### src/source/sms_pkg.sv
package sms_pkg;

  // ============================================================
  // Bus and datapath widths
  // ============================================================

  typedef logic [15:0] cpu_addr_t;   // Z80 address bus
  typedef logic [7:0]  byte_t;       // Data byte, register value or counter
  typedef logic [13:0] vram_addr_t;  // VRAM address and table bases
  typedef logic [21:0] rom_addr_t;   // Mapped cartridge address
  typedef logic [4:0]  sprite_idx_t; // Overflowing sprite index

  // ============================================================
  // Decoded I/O ports
  // ============================================================

  // Port is selected by address bits 7:6 and bit 0
  typedef enum logic [3:0] {
    VDP_DATA,
    VDP_CTRL,
    PSG,       // Write side of 0x41
    JOY0,
    JOY1,
    MEM_CTRL,
    JOY_CTRL,
    V_COUNTER,
    H_COUNTER  // Read side of 0x41
  } io_port_e;

  // Two-byte control port sequence
  typedef enum logic {
    LATCH_FIRST,
    LATCH_SECOND
  } vdp_latch_e;

  localparam int VDP_REG_COUNT = 11;

  localparam byte_t MEM_CTRL_RESET = 8'hF7; // BIOS enabled, cartridge off

endpackage
### src/source/cpu_bus_if.sv
// One decoded CPU bus cycle, shared by all register blocks
interface cpu_bus_if;
  import sms_pkg::*;

  cpu_addr_t addr;
  byte_t     wdata;
  io_port_e  port;

  // Active-high strobe levels
  logic io_rd;
  logic io_wr;
  logic mem_rd;
  logic mem_wr;

  logic cpu_edge; // One cycle per CPU enable period

  modport decoder (
    output addr,
    output wdata,
    output port,
    output io_rd,
    output io_wr,
    output mem_rd,
    output mem_wr,
    output cpu_edge
  );

  modport sink (
    input addr,
    input wdata,
    input port,
    input io_rd,
    input io_wr,
    input mem_rd,
    input mem_wr,
    input cpu_edge
  );

endinterface

### src/source/sms_system.sv
module sms_system #(
  parameter int CLK_DIV = 7
) (
  input  logic                 i_clk,
  input  logic                 i_rst_n,
  // CPU bus
  input  sms_pkg::cpu_addr_t   i_addr,
  input  sms_pkg::byte_t       i_wdata,
  input  logic                 i_n_rd,
  input  logic                 i_n_wr,
  input  logic                 i_n_iorq,
  input  logic                 i_n_mreq,
  output logic                 o_cpu_clk_en,
  output sms_pkg::byte_t       o_cpu_data_in,
  // Video chip side
  input  logic                 i_frame_int,
  input  logic                 i_sprite_collision,
  input  logic                 i_too_many_sprites,
  input  sms_pkg::sprite_idx_t i_overflow_sprite,
  input  sms_pkg::byte_t       i_vram_data,
  input  sms_pkg::byte_t       i_v_counter,
  input  sms_pkg::byte_t       i_h_counter,
  output sms_pkg::vram_addr_t  o_vdp_addr,
  output logic                 o_vdp_wr,
  output logic                 o_vdp_rd,
  output logic                 o_cram_selected,
  output logic [2:0]           o_mode,
  output sms_pkg::vram_addr_t  o_name_table_addr,
  output sms_pkg::vram_addr_t  o_color_table_addr,
  output sms_pkg::vram_addr_t  o_pattern_addr,
  output sms_pkg::vram_addr_t  o_sprite_attr_addr,
  output sms_pkg::vram_addr_t  o_sprite_pattern_addr,
  output sms_pkg::byte_t       o_x_scroll,
  output sms_pkg::byte_t       o_y_scroll,
  output logic [3:0]           o_backdrop_color,
  output logic                 o_video_on,
  output logic                 o_frame_int_en,
  // Memory, pads and sound
  input  logic [6:0]           i_btn,
  input  sms_pkg::byte_t       i_ram_data,
  input  sms_pkg::byte_t       i_bios_data,
  input  sms_pkg::byte_t       i_rom_data,
  output sms_pkg::rom_addr_t   o_rom_addr,
  output logic                 o_bios_sel,
  output logic                 o_ram_wr,
  output logic                 o_psg_wr
);

  sms_pkg::byte_t status;

  cpu_bus_if bus ();

  sms_io_decode #(.CLK_DIV(CLK_DIV)) u_io_decode (
    .i_clk        (i_clk),
    .i_rst_n      (i_rst_n),
    .i_addr       (i_addr),
    .i_wdata      (i_wdata),
    .i_n_rd       (i_n_rd),
    .i_n_wr       (i_n_wr),
    .i_n_iorq     (i_n_iorq),
    .i_n_mreq     (i_n_mreq),
    .o_cpu_clk_en (o_cpu_clk_en),
    .bus          (bus.decoder)
  );

  vdp_port u_vdp_port (
    .i_clk                 (i_clk),
    .i_rst_n               (i_rst_n),
    .bus                   (bus.sink),
    .o_vdp_addr            (o_vdp_addr),
    .o_vdp_wr              (o_vdp_wr),
    .o_vdp_rd              (o_vdp_rd),
    .o_cram_selected       (o_cram_selected),
    .o_mode                (o_mode),
    .o_name_table_addr     (o_name_table_addr),
    .o_color_table_addr    (o_color_table_addr),
    .o_pattern_addr        (o_pattern_addr),
    .o_sprite_attr_addr    (o_sprite_attr_addr),
    .o_sprite_pattern_addr (o_sprite_pattern_addr),
    .o_x_scroll            (o_x_scroll),
    .o_y_scroll            (o_y_scroll),
    .o_backdrop_color      (o_backdrop_color),
    .o_video_on            (o_video_on),
    .o_frame_int_en        (o_frame_int_en)
  );

  vdp_status u_vdp_status (
    .i_clk              (i_clk),
    .i_rst_n            (i_rst_n),
    .bus                (bus.sink),
    .i_frame_int        (i_frame_int),
    .i_sprite_collision (i_sprite_collision),
    .i_too_many_sprites (i_too_many_sprites),
    .i_overflow_sprite  (i_overflow_sprite),
    .o_status           (status)
  );

  mem_mapper u_mem_mapper (
    .i_clk      (i_clk),
    .i_rst_n    (i_rst_n),
    .bus        (bus.sink),
    .o_rom_addr (o_rom_addr),
    .o_bios_sel (o_bios_sel),
    .o_ram_wr   (o_ram_wr),
    .o_psg_wr   (o_psg_wr)
  );

  sms_read_mux u_read_mux (
    .bus           (bus.sink),
    .i_vram_data   (i_vram_data),
    .i_status      (status),
    .i_v_counter   (i_v_counter),
    .i_h_counter   (i_h_counter),
    .i_btn         (i_btn),
    .i_bios_sel    (o_bios_sel),
    .i_ram_data    (i_ram_data),
    .i_bios_data   (i_bios_data),
    .i_rom_data    (i_rom_data),
    .o_cpu_data_in (o_cpu_data_in)
  );

endmodule

### src/source/sms_read_mux.sv
module sms_read_mux (
  cpu_bus_if.sink        bus,
  input  sms_pkg::byte_t i_vram_data,
  input  sms_pkg::byte_t i_status,
  input  sms_pkg::byte_t i_v_counter,
  input  sms_pkg::byte_t i_h_counter,
  input  logic [6:0]     i_btn,
  input  logic           i_bios_sel,
  input  sms_pkg::byte_t i_ram_data,
  input  sms_pkg::byte_t i_bios_data,
  input  sms_pkg::byte_t i_rom_data,
  output sms_pkg::byte_t o_cpu_data_in
);
  import sms_pkg::*;

  byte_t joy0_data;
  byte_t joy1_data;

  // Buttons are active low on the controller port
  assign joy0_data = {2'b11, ~i_btn[2:1], ~i_btn[6:3]};
  assign joy1_data = 8'hBF;               // Second pad absent

  always_comb begin
    if (bus.io_rd && bus.port == VDP_DATA)
      o_cpu_data_in = i_vram_data;
    else if (bus.io_rd && bus.port == VDP_CTRL)
      o_cpu_data_in = i_status;
    else if (bus.io_rd && bus.port == JOY0)
      o_cpu_data_in = joy0_data;
    else if (bus.io_rd && bus.port == JOY1)
      o_cpu_data_in = joy1_data;
    else if (bus.io_rd && bus.port == V_COUNTER)
      o_cpu_data_in = i_v_counter;
    else if (bus.io_rd && bus.port == H_COUNTER)
      o_cpu_data_in = i_h_counter;
    else if (bus.mem_rd && bus.addr[15:14] != 2'b11)
      o_cpu_data_in = i_bios_sel ? i_bios_data : i_rom_data;
    else
      o_cpu_data_in = i_ram_data;         // Page 3 and idle bus
  end

endmodule

### src/source/mem_mapper.sv
module mem_mapper (
  input  logic               i_clk,
  input  logic               i_rst_n,
  cpu_bus_if.sink            bus,
  output sms_pkg::rom_addr_t o_rom_addr,
  output logic               o_bios_sel,
  output logic               o_ram_wr,
  output logic               o_psg_wr
);
  import sms_pkg::*;

  byte_t slot_regs [4]; // FFFC misc, then slots for pages 0 to 2
  byte_t mem_ctrl;
  logic  [1:0] page;

  assign page = bus.addr[15:14];

  always_ff @(posedge i_clk) begin
    if (!i_rst_n) begin
      slot_regs[0] <= 8'd0;
      slot_regs[1] <= 8'd0;
      slot_regs[2] <= 8'd1;
      slot_regs[3] <= 8'd2;
      mem_ctrl     <= MEM_CTRL_RESET;
    end else if (bus.cpu_edge) begin
      if (bus.mem_wr && bus.addr[15:2] == 14'h3FFF)
        slot_regs[bus.addr[1:0]] <= bus.wdata;
      if (bus.io_wr && bus.port == MEM_CTRL)
        mem_ctrl <= bus.wdata;
    end
  end

  // Page 3 is RAM, so the raw address passes through
  always_comb begin
    if (page == 2'b11)
      o_rom_addr = rom_addr_t'(bus.addr);
    else
      o_rom_addr = {slot_regs[page + 2'd1], bus.addr[13:0]};
  end

  assign o_bios_sel = !mem_ctrl[3];
  assign o_ram_wr   = bus.mem_wr && page == 2'b11;
  assign o_psg_wr   = bus.io_wr && bus.port == PSG && bus.cpu_edge;

  // Memory and I/O requests must not overlap on the CPU bus
  a_wr_exclusive: assert property (@(posedge i_clk) disable iff (!i_rst_n)
    !(o_ram_wr && o_psg_wr));

endmodule

### src/source/vdp_status.sv
module vdp_status (
  input  logic                 i_clk,
  input  logic                 i_rst_n,
  cpu_bus_if.sink              bus,
  input  logic                 i_frame_int,
  input  logic                 i_sprite_collision,
  input  logic                 i_too_many_sprites,
  input  sms_pkg::sprite_idx_t i_overflow_sprite,
  output sms_pkg::byte_t       o_status
);
  import sms_pkg::*;

  logic int_flag;
  logic coll_flag;
  logic stat_rd;
  logic stat_rd_d;

  assign stat_rd = bus.io_rd && bus.port == VDP_CTRL;

  // Flags capture every cycle, clear once the status read is over
  always_ff @(posedge i_clk) begin
    if (!i_rst_n) begin
      int_flag  <= 1'b0;
      coll_flag <= 1'b0;
      stat_rd_d <= 1'b0;
    end else begin
      if (i_frame_int)
        int_flag <= 1'b1;
      if (i_sprite_collision)
        coll_flag <= 1'b1;
      if (bus.cpu_edge) begin
        stat_rd_d <= stat_rd;
        if (stat_rd_d && !stat_rd) begin
          int_flag  <= 1'b0;
          coll_flag <= 1'b0;
        end
      end
    end
  end

  assign o_status = {int_flag, i_too_many_sprites, coll_flag,
                     i_too_many_sprites ? i_overflow_sprite : 5'b11111};

endmodule

### src/source/vdp_port.sv
module vdp_port (
  input  logic                i_clk,
  input  logic                i_rst_n,
  cpu_bus_if.sink             bus,
  output sms_pkg::vram_addr_t o_vdp_addr,
  output logic                o_vdp_wr,
  output logic                o_vdp_rd,
  output logic                o_cram_selected,
  output logic [2:0]          o_mode,
  output sms_pkg::vram_addr_t o_name_table_addr,
  output sms_pkg::vram_addr_t o_color_table_addr,
  output sms_pkg::vram_addr_t o_pattern_addr,
  output sms_pkg::vram_addr_t o_sprite_attr_addr,
  output sms_pkg::vram_addr_t o_sprite_pattern_addr,
  output sms_pkg::byte_t      o_x_scroll,
  output sms_pkg::byte_t      o_y_scroll,
  output logic [3:0]          o_backdrop_color,
  output logic                o_video_on,
  output logic                o_frame_int_en
);
  import sms_pkg::*;

  vdp_latch_e latch;
  byte_t      first_byte;
  vram_addr_t vram_addr;
  logic       cram_sel;
  logic       data_rd_d;                 // Data read seen on the last edge
  byte_t      regs [VDP_REG_COUNT];

  logic       data_wr, data_rd, ctrl_wr, ctrl_rd;
  logic       reg_wr;
  logic [3:0] reg_idx;
  logic       m1, m2, m3, m4;

  assign data_wr = bus.io_wr && bus.port == VDP_DATA;
  assign data_rd = bus.io_rd && bus.port == VDP_DATA;
  assign ctrl_wr = bus.io_wr && bus.port == VDP_CTRL;
  assign ctrl_rd = bus.io_rd && bus.port == VDP_CTRL;

  assign reg_idx = bus.wdata[3:0];
  assign reg_wr  = ctrl_wr && latch == LATCH_SECOND && bus.wdata[7:6] == 2'b10 &&
                   reg_idx < VDP_REG_COUNT;

  // ============================================================
  // Control latch, address and register file
  // ============================================================

  always_ff @(posedge i_clk) begin
    if (!i_rst_n) begin
      latch      <= LATCH_FIRST;
      first_byte <= '0;
      vram_addr  <= '0;
      cram_sel   <= 1'b0;
      data_rd_d  <= 1'b0;
      for (int i = 0; i < VDP_REG_COUNT; i++)
        regs[i] <= '0;
    end else if (bus.cpu_edge) begin
      data_rd_d <= data_rd;
      if (data_wr)
        vram_addr <= vram_addr + 1'b1;
      if (data_rd_d && !data_rd)
        vram_addr <= vram_addr + 1'b1; // Read has ended

      if (ctrl_rd || data_rd || data_wr)
        latch <= LATCH_FIRST;

      if (ctrl_wr) begin
        if (latch == LATCH_SECOND) begin
          latch <= LATCH_FIRST;
          if (!bus.wdata[7]) begin
            // Bit 6 (read or write next) is ignored
            vram_addr <= {bus.wdata[5:0], first_byte};
            cram_sel  <= 1'b0;
          end else if (reg_wr) begin
            regs[reg_idx] <= first_byte;
          end else begin
            vram_addr <= vram_addr_t'(first_byte[5:0]); // CRAM entry
            cram_sel  <= 1'b1;
          end
        end else begin
          first_byte <= bus.wdata;
          latch      <= LATCH_SECOND;
        end
      end
    end
  end

  assign o_vdp_addr      = vram_addr;
  assign o_cram_selected = cram_sel;
  assign o_vdp_wr        = data_wr && bus.cpu_edge;
  assign o_vdp_rd        = data_rd && bus.cpu_edge;

  // ============================================================
  // Display mode and table bases
  // ============================================================

  assign m1 = regs[1][4];
  assign m2 = regs[0][1];
  assign m3 = regs[1][3];
  assign m4 = regs[0][2];

  assign o_mode = m4 ? 3'd4 : m3 ? 3'd3 : m2 ? 3'd2 : m1 ? 3'd1 : 3'd0;

  assign o_name_table_addr  = {regs[2][3:1], 11'b0};
  assign o_color_table_addr = (o_mode == 3'd2) ? {regs[3][7], 13'b0} : {regs[3], 6'b0};
  assign o_pattern_addr     = (o_mode == 3'd4) ? '0 :
                              (o_mode == 3'd2) ? {regs[4][2], 13'b0} :
                                                 {regs[4][2:0], 11'b0};
  assign o_sprite_attr_addr    = {regs[5][6:1], 8'b0};
  assign o_sprite_pattern_addr = (o_mode == 3'd4) ? {regs[6][2], 13'b0} :
                                                    {regs[6][2:0], 11'b0};

  assign o_x_scroll       = regs[8];
  assign o_y_scroll       = regs[9];
  assign o_backdrop_color = regs[7][3:0];
  assign o_video_on       = regs[1][6];
  assign o_frame_int_en   = regs[1][5];

  // Register command past the last register becomes a CRAM address load
  a_reg_range: assert property (@(posedge i_clk) disable iff (!i_rst_n)
    (bus.cpu_edge && ctrl_wr && latch == LATCH_SECOND && bus.wdata[7:6] == 2'b10 &&
     reg_idx >= 4'(VDP_REG_COUNT)) |=> cram_sel);

endmodule

### src/source/sms_io_decode.sv
module sms_io_decode #(
  parameter int CLK_DIV = 7
) (
  input  logic              i_clk,
  input  logic              i_rst_n,
  input  sms_pkg::cpu_addr_t i_addr,
  input  sms_pkg::byte_t    i_wdata,
  input  logic              i_n_rd,
  input  logic              i_n_wr,
  input  logic              i_n_iorq,
  input  logic              i_n_mreq,
  output logic              o_cpu_clk_en,
  cpu_bus_if.decoder        bus
);
  import sms_pkg::*;

  localparam int CNT_W = $clog2(CLK_DIV);

  logic [CNT_W-1:0] div_cnt;
  logic             clk_en;
  logic             clk_en_d;

  // ============================================================
  // CPU clock enable
  // ============================================================

  always_ff @(posedge i_clk) begin
    if (!i_rst_n) begin
      div_cnt  <= '0;
      clk_en_d <= 1'b0;
    end else begin
      clk_en_d <= clk_en;
      if (div_cnt == CNT_W'(CLK_DIV - 1))
        div_cnt <= '0;
      else
        div_cnt <= div_cnt + 1'b1;
    end
  end

  // High for the top part of the count, three cycles at the default ratio
  assign clk_en       = (div_cnt >= CNT_W'(4));
  assign o_cpu_clk_en = clk_en;
  assign bus.cpu_edge = clk_en && !clk_en_d; // Rising edge of the enable

  // ============================================================
  // Strobes and port decode
  // ============================================================

  assign bus.addr   = i_addr;
  assign bus.wdata  = i_wdata;
  assign bus.io_rd  = !i_n_rd && !i_n_iorq;
  assign bus.io_wr  = !i_n_wr && !i_n_iorq;
  assign bus.mem_rd = !i_n_rd && !i_n_mreq;
  assign bus.mem_wr = !i_n_wr && !i_n_mreq;

  always_comb begin
    case ({i_addr[7:6], i_addr[0]})
      3'b000:  bus.port = MEM_CTRL;
      3'b001:  bus.port = JOY_CTRL;
      3'b010:  bus.port = V_COUNTER;
      3'b011:  bus.port = bus.io_wr ? PSG : H_COUNTER; // Shared address
      3'b100:  bus.port = VDP_DATA;
      3'b101:  bus.port = VDP_CTRL;
      3'b110:  bus.port = JOY0;
      default: bus.port = JOY1;
    endcase
  end

  // Every register block relies on a single edge per bus cycle
  a_edge_single: assert property (@(posedge i_clk) disable iff (!i_rst_n)
    bus.cpu_edge |=> !bus.cpu_edge);

endmodule

### config.mk
export PLATFORM = sky130hd
export DESIGN_NAME = sms_system
export DESIGN_NICKNAME = d
export VERILOG_FILES = /design/src/source/sms_pkg.sv /design/src/source/cpu_bus_if.sv /design/src/source/sms_system.sv /design/src/source/sms_read_mux.sv /design/src/source/mem_mapper.sv /design/src/source/vdp_status.sv /design/src/source/vdp_port.sv /design/src/source/sms_io_decode.sv
export SDC_FILE = /design/constraint.sdc
export NUM_CORES = 1
export LEC_CHECK = 0
export ABC_CLOCK_PERIOD_IN_PS = 2200
export BUFFER_PORTS_ARGS = -buffer_cell sky130_fd_sc_hd__buf_2
export CAP_MARGIN = 40
export CORE_UTILIZATION = 45
export CTS_CLUSTER_SIZE = 28
export DETAILED_ROUTE_END_ITERATION = 12
export PLACE_DENSITY = 0.74
export SETUP_SLACK_MARGIN = 0.02
export SLEW_MARGIN = 20
export SYNTH_ARGS = -nofsm -noshare
export SYNTH_HDL_FRONTEND = slang
export SYNTH_SLANG_ARGS = --single-unit
### constraint.sdc
create_clock -name i_clk -period 2.2 [get_ports i_clk]
set_input_delay 0.11 -clock i_clk [delete_from_list [all_inputs] [get_ports i_clk]]
set_output_delay 0.11 -clock i_clk [all_outputs]
set_load 0.005 [all_outputs]
==> metrics.md, run 1 <==
| Metric | Value |
|---|---|
| Status | `completed` |
| Core area | `14100 um2` |
| Yosys cell types | `70` |
| Worst Path Class, Setup | `in2reg` |
| Power share of the combinational group | `between 10% and 20%` |
| Worst VDD drop | `between 500 and 600 uV` |
| Largest net degree at the start of global routing | `25` |
| Routed Antenna Nets | `0` |
| Drt drc | `0` |
| Adder-Cell Fraction of Synth Area | `0.9475%` |
| Seq pwr share | `43.0%` |
| RSZ-0062 raised after global routing | `false` |
| # setup viols final | `0` |
| Vias in the first global route | `~5000` |
| # fillers | `1250` |
| Reg2reg setup slack | `0.30 ns` |
| Initial antenna violation count | `1` |
| Die width | `about 120 um` |
| Vias | `5534` |
| CP startpoint kind | `input pin` |
| Root buffer cell | `clkbuf_16` |
| Routed len/inst | `16.96 um` |
| Clock Skews | `0.007585 ns` |
| Most frequent cells after synthesis | `edfxtp_1 (81), and2_1 (66), buf_4 (64)` |
| Placement Setup Slack | `0.1346 ns` |
| Mapped Area | `6603 um2` |
| Leakage Power | `about 3.5 nW` |
| NumNets Final | `959` |
| Worst Path Max Fanout | `6` |
| Overall Global Routing Usage | `about a quarter` |
| Most common flop cell mapped by yosys | `edfxtp_1` |
| Share of cells above drive strength 1 | `33.87%` |
| Site row count | `43` |
| Clk buf depth | `2` |
| Die H | `123.1 um` |
| DRT Pass-1 Iters | `5` |
| Area leader, netlist | `edfxtp_1` |
| Synth Area in Simple Gates | `between 20 and 25%` |
| Mapped Avg Cell Area | `between 9 and 10 um2` |
| Hpwl dp | `13.47 mm` |
| Clock sinks | `114` |
| I/O Buffers | `190` |
| Post-CTS setup repair buffer count | `0` |
| TNS Setup | `0 ns` |
| Xor/xnor share of the synthesized area | `0.6633%` |
| Max Cap Viol | `0` |
| Worst-path clk slew | `~0.06 ns` |
| Ports | `239` |
| Worst-Skew Late Latency | `a little over 0.4 ns` |
| Total gr overflow | `0` |
| Post-synth top area share | `36.84%` |
| Starting Density | `between 40% and 50%` |
| Arrival time at the worst endpoint | `2.20 ns` |
| Largest family of logic cells by synthesized area | `simple AND/OR/NAND/NOR gates` |
| Worst setup margin | `0.06776 ns` |
| Placer Congestion | `0.8310` |
| H-tree depth | `4` |
| Worst slew pin tran | `0.5793 ns` |
| Pwr Density | `669.3 nW/um2` |
| Die Area | `15160 um2` |
| Total CTS buffers | `17` |
| Mux share of post-synthesis cell area | `4.851%` |
| Slew Viols, Final | `0` |
| Cells after synthesis | `662` |
| Clock share of power | `a little under half` |
| TritonCTS clock tree | `done` |
| Sw frac | `24.51%` |
| Ys Warns | `0` |
| Hold Fails Final Rpt | `0` |
| Synth Register Bits | `114` |
| Post-synth EDFFs | `81` |
| Fin crit period | `between 2 and 2.5 ns` |
| First-pass GRT wire length | `27.22 mm` |
| Psw | `1.350 mW` |
| Slew margin rel. | `61.17%` |
| Crit end category | `flip-flop` |
| Synth top area cells | `edfxtp_1 (37%), dfxtp_1 (10%), buf_4 (7.3%)` |
| P&R area growth vs syn | `24.64%` |
| Register area share after synthesis | `46.84%` |
| Fmax | `469.0 MHz` |
| Initial DRC Count | `446` |
| Asr flop ratio synth | `0%` |
| Crit share post-route | `96.92%` |
| Routed WL | `17.89 mm` |
| Vias per inst | `about 5.2` |
| CP Data Required Time | `2.27 ns` |
| Most common cell in the netlist | `edfxtp_1` |
| Compound-Gate Fraction of Synth Area | `12.20%` |
| Hold crit path type | `in2reg` |
| Int Pwr | `slightly above 4 mW` |
## cell type report
type,instances,area (um2),area share [%]
flip-flops and latches,114,3097,37.63
multi-input cells,482,3002,36.48
repair buffers,233,1294,15.72
diodes,1,2.502,0.03041
clock buffers,17,425.4,5.170
well taps,180,225.2,2.737
inverters,13,48.80,0.5930
clock inverters,15,135.1,1.642
## path summary, 6_finish.rpt
check,to,from,cells after the start
worst max-delay path,u_vdp_port.regs[1][5],i_wdata[6],6
worst min-delay path,u_vdp_port.first_byte[4],i_wdata[4],3
worst max register to register,u_vdp_port.first_byte[0],u_io_decode.div_cnt[2],6
worst min register to register,u_vdp_status.stat_rd_d,u_vdp_status.stat_rd_d,2
## what timing repair did
| item | CTS | global route |
|---|---|---|
| hold buffers | 3 | 0 |
| hold endpoints to repair | 3 | 0 |
| resized for setup | 2 | 2 |
| gates cloned | 0 | 0 |
| endpoints found under the setup margin | 5 | 2 |
## cells in the final DEF, fill, tap and decap left out, types with 9 or more instances in the layout
cell type and n:
buf_4 39, o22ai_1 19, and2_1 66, nand2_1 51
conb_1 47, a211oi_1 10, nand3_1 16, nor2_1 55
inv_1 12, edfxtp_1 81, o21ai_0 17, and3_1 9
nand2b_1 11, clkbuf_16 17, nor2b_1 24, a21oi_1 30
a31oi_1 10, buf_2 190, dfxtp_1 32, mux2i_1 14
## critical path: stages
cell	delay, ns
dlygate4sd3_1	0.55
buf_2	0.16
nand2b_1	0.16
a221o_1	0.28
or4_4	0.57
o21ai_1	0.36
## routing by layer
metal  part of all wire [%]  vias up  track usage, %
met5                      0        -               0
li1                       -     2672               -
met1                     40     2604           28.89
met4                    3.0        0           10.47
met2                     52      230           42.60
met3                    5.5       28           4.705
## metrics by stage
| stage | cells | utilization [%] | area (um2) | hold WS, ns | power (mW) |
|---|---|---|---|---|---|
| global route | 1055 | 58.38 | 8229 | 0.02936 | 5.700 |
| CTS | 1054 | 58.31 | 8219 | 0.01154 | 5.544 |
| floorplan | 708 | - | 6775 | 0.2258 | 2.780 |
| finish | 1055 | 58.38 | 8229 | 0.02787 | 5.508 |
| detailed placement | 1019 | 54.09 | 7625 | 0.3239 | 2.987 |
| global placement | 1019 | 54.09 | 7625 | 0.3175 | 2.978 |
## power by group through the flow
stage / Sequential [mW] / Combinational [mW] / Clock (mW)
CTS: 2.37 / 0.578 / 2.59
detailed placement: 2.42 / 0.571 / 0
floorplan: 2.41 / 0.367 / 0
global route: 2.38 / 0.640 / 2.68
finish: 2.37 / 0.578 / 2.56
global placement: 2.41 / 0.566 / 0
## cell families (layout without fill, tap and decap cells)
kind of cell    Yosys count  after routing
mux                      23             23
simple gates            281            281
other cells               1             48
compound gates          121            121
xor+xnor                  5              5
fa+ha+maj                 5              5
buf+inv                 112            278
flops                   114            114
## state kept, by name (all words and copies together) (netlist names), 3 cells and up
name	cells
u_vdp_port.regs	49
u_vdp_port.o_vdp_addr	14
u_mem_mapper.slot_regs	32
u_io_decode.div_cnt	3
u_vdp_port.first_byte	8
Note: power is estimated with default switching activity, not from simulation.
==> inputs of run 2 (changes only) <==
Settings changed: ABC_CLOCK_PERIOD_IN_PS 2200 to 2300, PLACE_DENSITY 0.74 to 0.72.
Clock period 2.2 ns to 2.3 ns, I/O delays scaled along.
==> run 2 against run 1 <==
Via count up 0.18%. Highest routed layer unchanged. Sequential power shrank 4%. Power barely moved. Clock-buffer cell count rose by 2. Sequential share of layout area grew 0.10 points. Worst setup slack improved by 0.15 ns. Global-route usage rose by 0.39 points. Hold slack got worse by 0.0028 ns. Clock skew about the same. Non-clock buffer count decreased by 6. Die area unchanged. Critical path depth is 1 higher.
==> metrics.md, run 2 (synthesis gave the netlist of run 1 again) <==
| Metric | Value |
|---|---|
| Status | `completed` |
| Vias | `5544` |
| Hold depth | `3` |
| Total gr overflow | `0` |
| Commonest cells after routing, fill and taps aside | `buf_2 (190), edfxtp_1 (81), and2_1 (66)` |
| Site row count | `43` |
| Root buffer cell | `clkbuf_16` |
| Overall Power | `roughly 5.5 mW` |
| Fmax | `480.8 MHz` |
| Worst setup margin | `0.2202 ns` |
| Clock Skews | `approximately 0.0076 ns` |
| Routed WL | `~18 mm` |
| Die Area | `about 15000 um2` |
| Routed len/inst | `17.20 um` |
| Worst slew pin tran | `0.6315 ns` |
| Worst R2R Path Depth | `7` |
| FF-to-FF End | `u_vdp_port.regs[8][0]` |
| Vias in the first global route | `5278` |
| TNS Setup | `0 ns` |
| First-pass GRT wire length | `27.81 mm` |
| Max FFs per register | `49` |
| Clk buf depth | `2` |
| Pwr Density | `671.1 nW/um2` |
| CP startpoint kind | `flip-flop` |
| Clock sinks | `roughly 110` |
| Initial DRC Count | `315` |
| Setup crit start | `u_io_decode.div_cnt[2]` |
| Worst-path clk slew | `0.05 ns` |
| WHS | `0.02503 ns` |
| Die width | `123.1 um` |
| Crit share post-route | `90.42%` |
| Largest net degree at the start of global routing | `24` |
| Worst VDD drop | `556.5 uV` |
| Drt drc | `0` |
| # fillers | `1245` |
| Start point of the worst hold path | `i_wdata[5]` |
| Max Cap Viol | `0` |
| Slew Viols, Final | `0` |
| Worst Hold Path EP | `u_vdp_port.first_byte[5]` |
| # setup viols final | `0` |
| Worst Path Max Fanout | `12` |
| Hold Fails Final Rpt | `0` |
| Worst-Skew Late Latency | `0.41 ns` |
| Arrival time at the worst endpoint | `2.36 ns` |
| Initial antenna violation count | `0` |
| Worst Path Class, Setup | `reg2reg` |
| Overall Global Routing Usage | `between 20% and 30%` |
| CP Data Required Time | `roughly 2.6 ns` |
| Crit end category | `flip-flop` |
| H-tree depth | `4` |
| Reg2reg setup slack | `0.22 ns` |
| Ports | `239` |
| RSZ-0062 raised after global routing | `false` |
| Commonest non-fill, non-tap cell in the layout | `buf_2` |
| Starting Density | `a little under half` |
| Vias per inst | `about 5.3` |
| Die H | `between 100 and 150 um` |
| Hold crit path type | `in2reg` |
| NumNets Final | `953` |
| Leakage Power | `3.496 nW` |
| DRT Pass-1 Iters | `5` |
| Antenna Cells | `0` |
| Final Util | `58.18%` |
| Reg with most FFs | `u_vdp_port.regs` |
| Slew margin rel. | `57.51%` |
| Placer Congestion | `0.8597` |
| Share of cells above drive strength 1 | `about 33%` |
| I/O Buffers | `190` |
| Total CTS buffers | `17` |
| Hpwl dp | `~13 mm` |
| Placement Setup Slack | `0.2110 ns` |
| Fin crit period | `2.080 ns` |
| TritonCTS clock tree | `done` |
| Launching point of the worst reg2reg path | `u_io_decode.div_cnt[2]` |
| P&R area growth vs syn | `24.20%` |
| Core area | `14100 um2` |
| Routed Antenna Nets | `0` |
| Post-CTS setup repair buffer count | `0` |
run 2: worst max-delay path by stage:
stage / endpoint / slack, ns / cells after the start
after global routing: u_vdp_port.regs[8][6] / 0.08 / 7
after CTS: o_cpu_data_in[0] / 0.06 / 6
after global placement: u_mem_mapper.slot_regs[2][0] / 0.26 / 6
after floorplan: u_vdp_port.regs[8][0] / 0.18 / 5
after detailed placement: u_vdp_port.regs[1][6] / 0.21 / 5
final: u_vdp_port.regs[8][0] / 0.22 / 7
run 2: layer usage:
| metal | routed length (um) | vias to the layer above | GRT usage (%) |
|---|---|---|---|
| met2 | 9270 | 260 | 42.98 |
| li1 | - | 2667 | - |
| met5 | 0 | - | 0 |
| met4 | 484 | 0 | 11.37 |
| met1 | 7087 | 2579 | 29.56 |
| met3 | 1187 | 38 | 4.382 |
run 2: through the flow:
| step | instances | instance area, um2 |
|---|---|---|
| 2_1_floorplan | 708 | 6775 |
| 3_3_place_gp | 1014 | 7575 |
| 3_5_place_dp | 1014 | 7575 |
| 4_1_cts | 1048 | 8194 |
| 5_1_grt | 1048 | 8200 |
| 6_report | 1048 | 8200 |
run 2: power breakdown:
group | leakage, nW | internal (mW) | switching, mW
Clock | 0.289 | 1.79 | 0.897
Combinational | 2.11 | 0.237 | 0.312
Sequential | 1.10 | 2.25 | 0.0203
Total | 3.50 | 4.27 | 1.23
run 2: critical path, stage by stage (launching register included):
cell and delay, ns:
dfxtp_1 0.40, nor2b_1 0.18, buf_4 0.16, nand2_1 0.16, nor3_4 0.24, buf_4 0.20, nor4b_4 0.40, and2_1 0.19
run 2: final cells by class:
type | count | area [um2] | share of cell area, %
Sequential cell | 114 | 3094 | 37.73
Multi-Input combinational cell | 482 | 2999 | 36.57
Timing Repair Buffer | 227 | 1234 | 15.04
Clock buffer | 19 | 432.9 | 5.279
Tap cell | 180 | 225.2 | 2.746
Clock inverter | 13 | 166.4 | 2.029
Inverter | 13 | 48.80 | 0.5951
run 2: what timing repair did:
| action | in CTS | in global routing |
|---|---|---|
| setup endpoints to repair | 0 | 3 |
| hold endpoints to repair | 2 | 0 |
| gates resized for setup | 0 | 2 |
| hold buffers | 2 | 0 |
==> inputs of run 3 (changes only) <==
Settings changed: RECOVER_POWER set to 25.
==> run 3 against run 2 <==
Flip-flop and latch count did not move. Clock power barely moved. Power fell by 0.28%. Sequential power barely moved. Critical endpoint is now o_cpu_data_in[0]. Largest power group unchanged.
==> metrics.md, run 3 (synthesis gave the netlist of run 1 again) <==
| Metric | Value |
|---|---|
| Area after DPL | `7575 um2` |
| Worst slew pin tran | `between 0.6 and 0.7 ns` |
| Share of cells above drive strength 1 | `26.73%` |
| Ports | `~240` |
| Pwr Density | `slightly below 700 nW/um2` |
| DRT Pass-1 Iters | `5` |
| Crit share post-route | `90.55%` |
| Hold Fails Final Rpt | `0` |
| Placer Congestion | `about 0.86` |
| Routed len/inst | `between 15 and 20 um` |
| Core area | `14100 um2` |
| Reg with most FFs | `u_vdp_port.regs` |
| Starting Density | `46.84%` |
| Slew margin rel. | `56.72%` |
| Initial DRC Count | `around 340` |
| I/O Buffers | `190` |
| Hold crit path type | `in2reg` |
| Commonest cells after routing, fill and taps aside | `buf_2 (138), edfxtp_1 (81), and2_1 (66)` |
| Root buffer cell | `clkbuf_16` |
| Worst setup margin | `~0.22 ns` |
| Worst-Skew Late Latency | `0.41 ns` |
| Total gr overflow | `0` |
| Die Area | `15160 um2` |
| Max FFs per register | `49` |
| TNS Setup | `0 ns` |
| Vias per inst | `around 5.3` |
| RSZ-0062 raised after global routing | `false` |
| Site row count | `43` |
| Status | `completed` |
| Final Instance Area | `8127 um2` |
| Fmax | `480.1 MHz` |
| Slew Viols, Final | `0` |
| Vias in the first global route | `5278` |
| # setup viols final | `0` |
| TritonCTS clock tree | `done` |
| WHS | `0.02883 ns` |
| Routed Antenna Nets | `0` |
| Hpwl dp | `13.50 mm` |
| Worst-path clk slew | `about 0.05 ns` |
| Worst Path Max Fanout | `7` |
| Placement Setup Slack | `roughly 0.21 ns` |
| First-pass GRT wire length | `27.81 mm` |
| CP startpoint kind | `flip-flop` |
| Clock sinks | `114` |
| Vias | `5520` |
| Die H | `123.1 um` |
| Crit end category | `output pin` |
| H-tree depth | `4` |
| Leakage Power | `3.307 nW` |
| Placed insts | `1014` |
| Commonest non-fill, non-tap cell in the layout | `buf_2` |
| Worst VDD drop | `555.0 uV` |
| Overall Global Routing Usage | `24.68%` |
| Die width | `123.1 um` |
| Clk buf depth | `2` |
| Post-CTS setup repair buffer count | `0` |
| Largest net degree at the start of global routing | `24` |
| NumNets Final | `between 900 and 1000` |
| Routed WL | `about 18 mm` |
| Total CTS buffers | `17` |
| CP Data Required Time | `between 2 and 2.5 ns` |
| Non-Filler Instances | `1048` |
| Fin crit period | `roughly 2.1 ns` |
| Max Cap Viol | `0` |
| Initial antenna violation count | `0` |
| P&R area growth vs syn | `23.08%` |
| Arrival time at the worst endpoint | `1.97 ns` |
| Clock Skews | `0.006946 ns` |
| Drt drc | `0` |
| Worst Path Class, Setup | `reg2out` |
| Reg2reg setup slack | `0.22 ns` |
| Antenna Cells | `0` |
==> run 3: changes by cell type in the layout (fill, tap and decap cells not counted), sizes merged <==
cell,before,now
buf,225,172
clkbuf,19,72
==> run 3: worst paths after layout <==
| kind | start | cells past startpoint | endpoint |
|---|---|---|---|
| max | u_mem_mapper.mem_ctrl[3] | 6 | o_cpu_data_in[0] |
| min | i_wdata[5] | 3 | u_vdp_port.first_byte[5] |
| max reg2reg | u_io_decode.div_cnt[2] | 7 | u_vdp_port.regs[8][0] |
| min reg2reg | u_vdp_status.stat_rd_d | 2 | u_vdp_status.stat_rd_d |
==> run 3: metrics by stage <==
step	total power [mW]	utilization, %
finish	5.488	57.65
floorplan	2.659	-
CTS	5.528	58.13
detailed placement	2.854	53.74
global route	5.659	57.65
global placement	2.850	53.74
==> run 3: per-layer routing <==
layer,vias to the layer above,part of all wire (%),wire length [um],GRT usage (%)
met1,2566,39,7096,29.56
met2,251,51,9222,42.98
li1,2663,-,-,-
met3,40,7.0,1266,4.382
met4,0,2.8,510,11.37
met5,-,0,0,0
==> run 3: where the power goes <==
group | leakage [nW] | internal [mW] | switching, mW | total [mW]
clock | 0.289 | 1.79 | 0.890 | 2.68
sequential | 1.10 | 2.25 | 0.0209 | 2.27
combinational | 1.92 | 0.229 | 0.311 | 0.540
total | 3.31 | 4.27 | 1.22 | 5.49
==> run 3: timing repair <==
action,in CTS,in global routing
resized for setup,0,2
endpoints found under the setup margin,0,3
hold buffers,2,0
hold endpoints to repair,2,0
==> run 3: critical path: stages (launching register included) <==
cell and delay (ns):
dfxtp_2 0.43, buf_4 0.18, mux2i_1 0.09, a211oi_1 0.36, a211oi_1 0.10, o31ai_1 0.23, buf_2 0.16
==> run 3: area by class of cell <==
type                    count  area (um2)
clock buffers              19       432.9
multi-input cells         482        2994
clock inverters            13       166.4
flip-flops and latches    114        3094
fillers                  1279        5969
well taps                 180       225.2
repair buffers            227        1165
inverters                  13       48.80
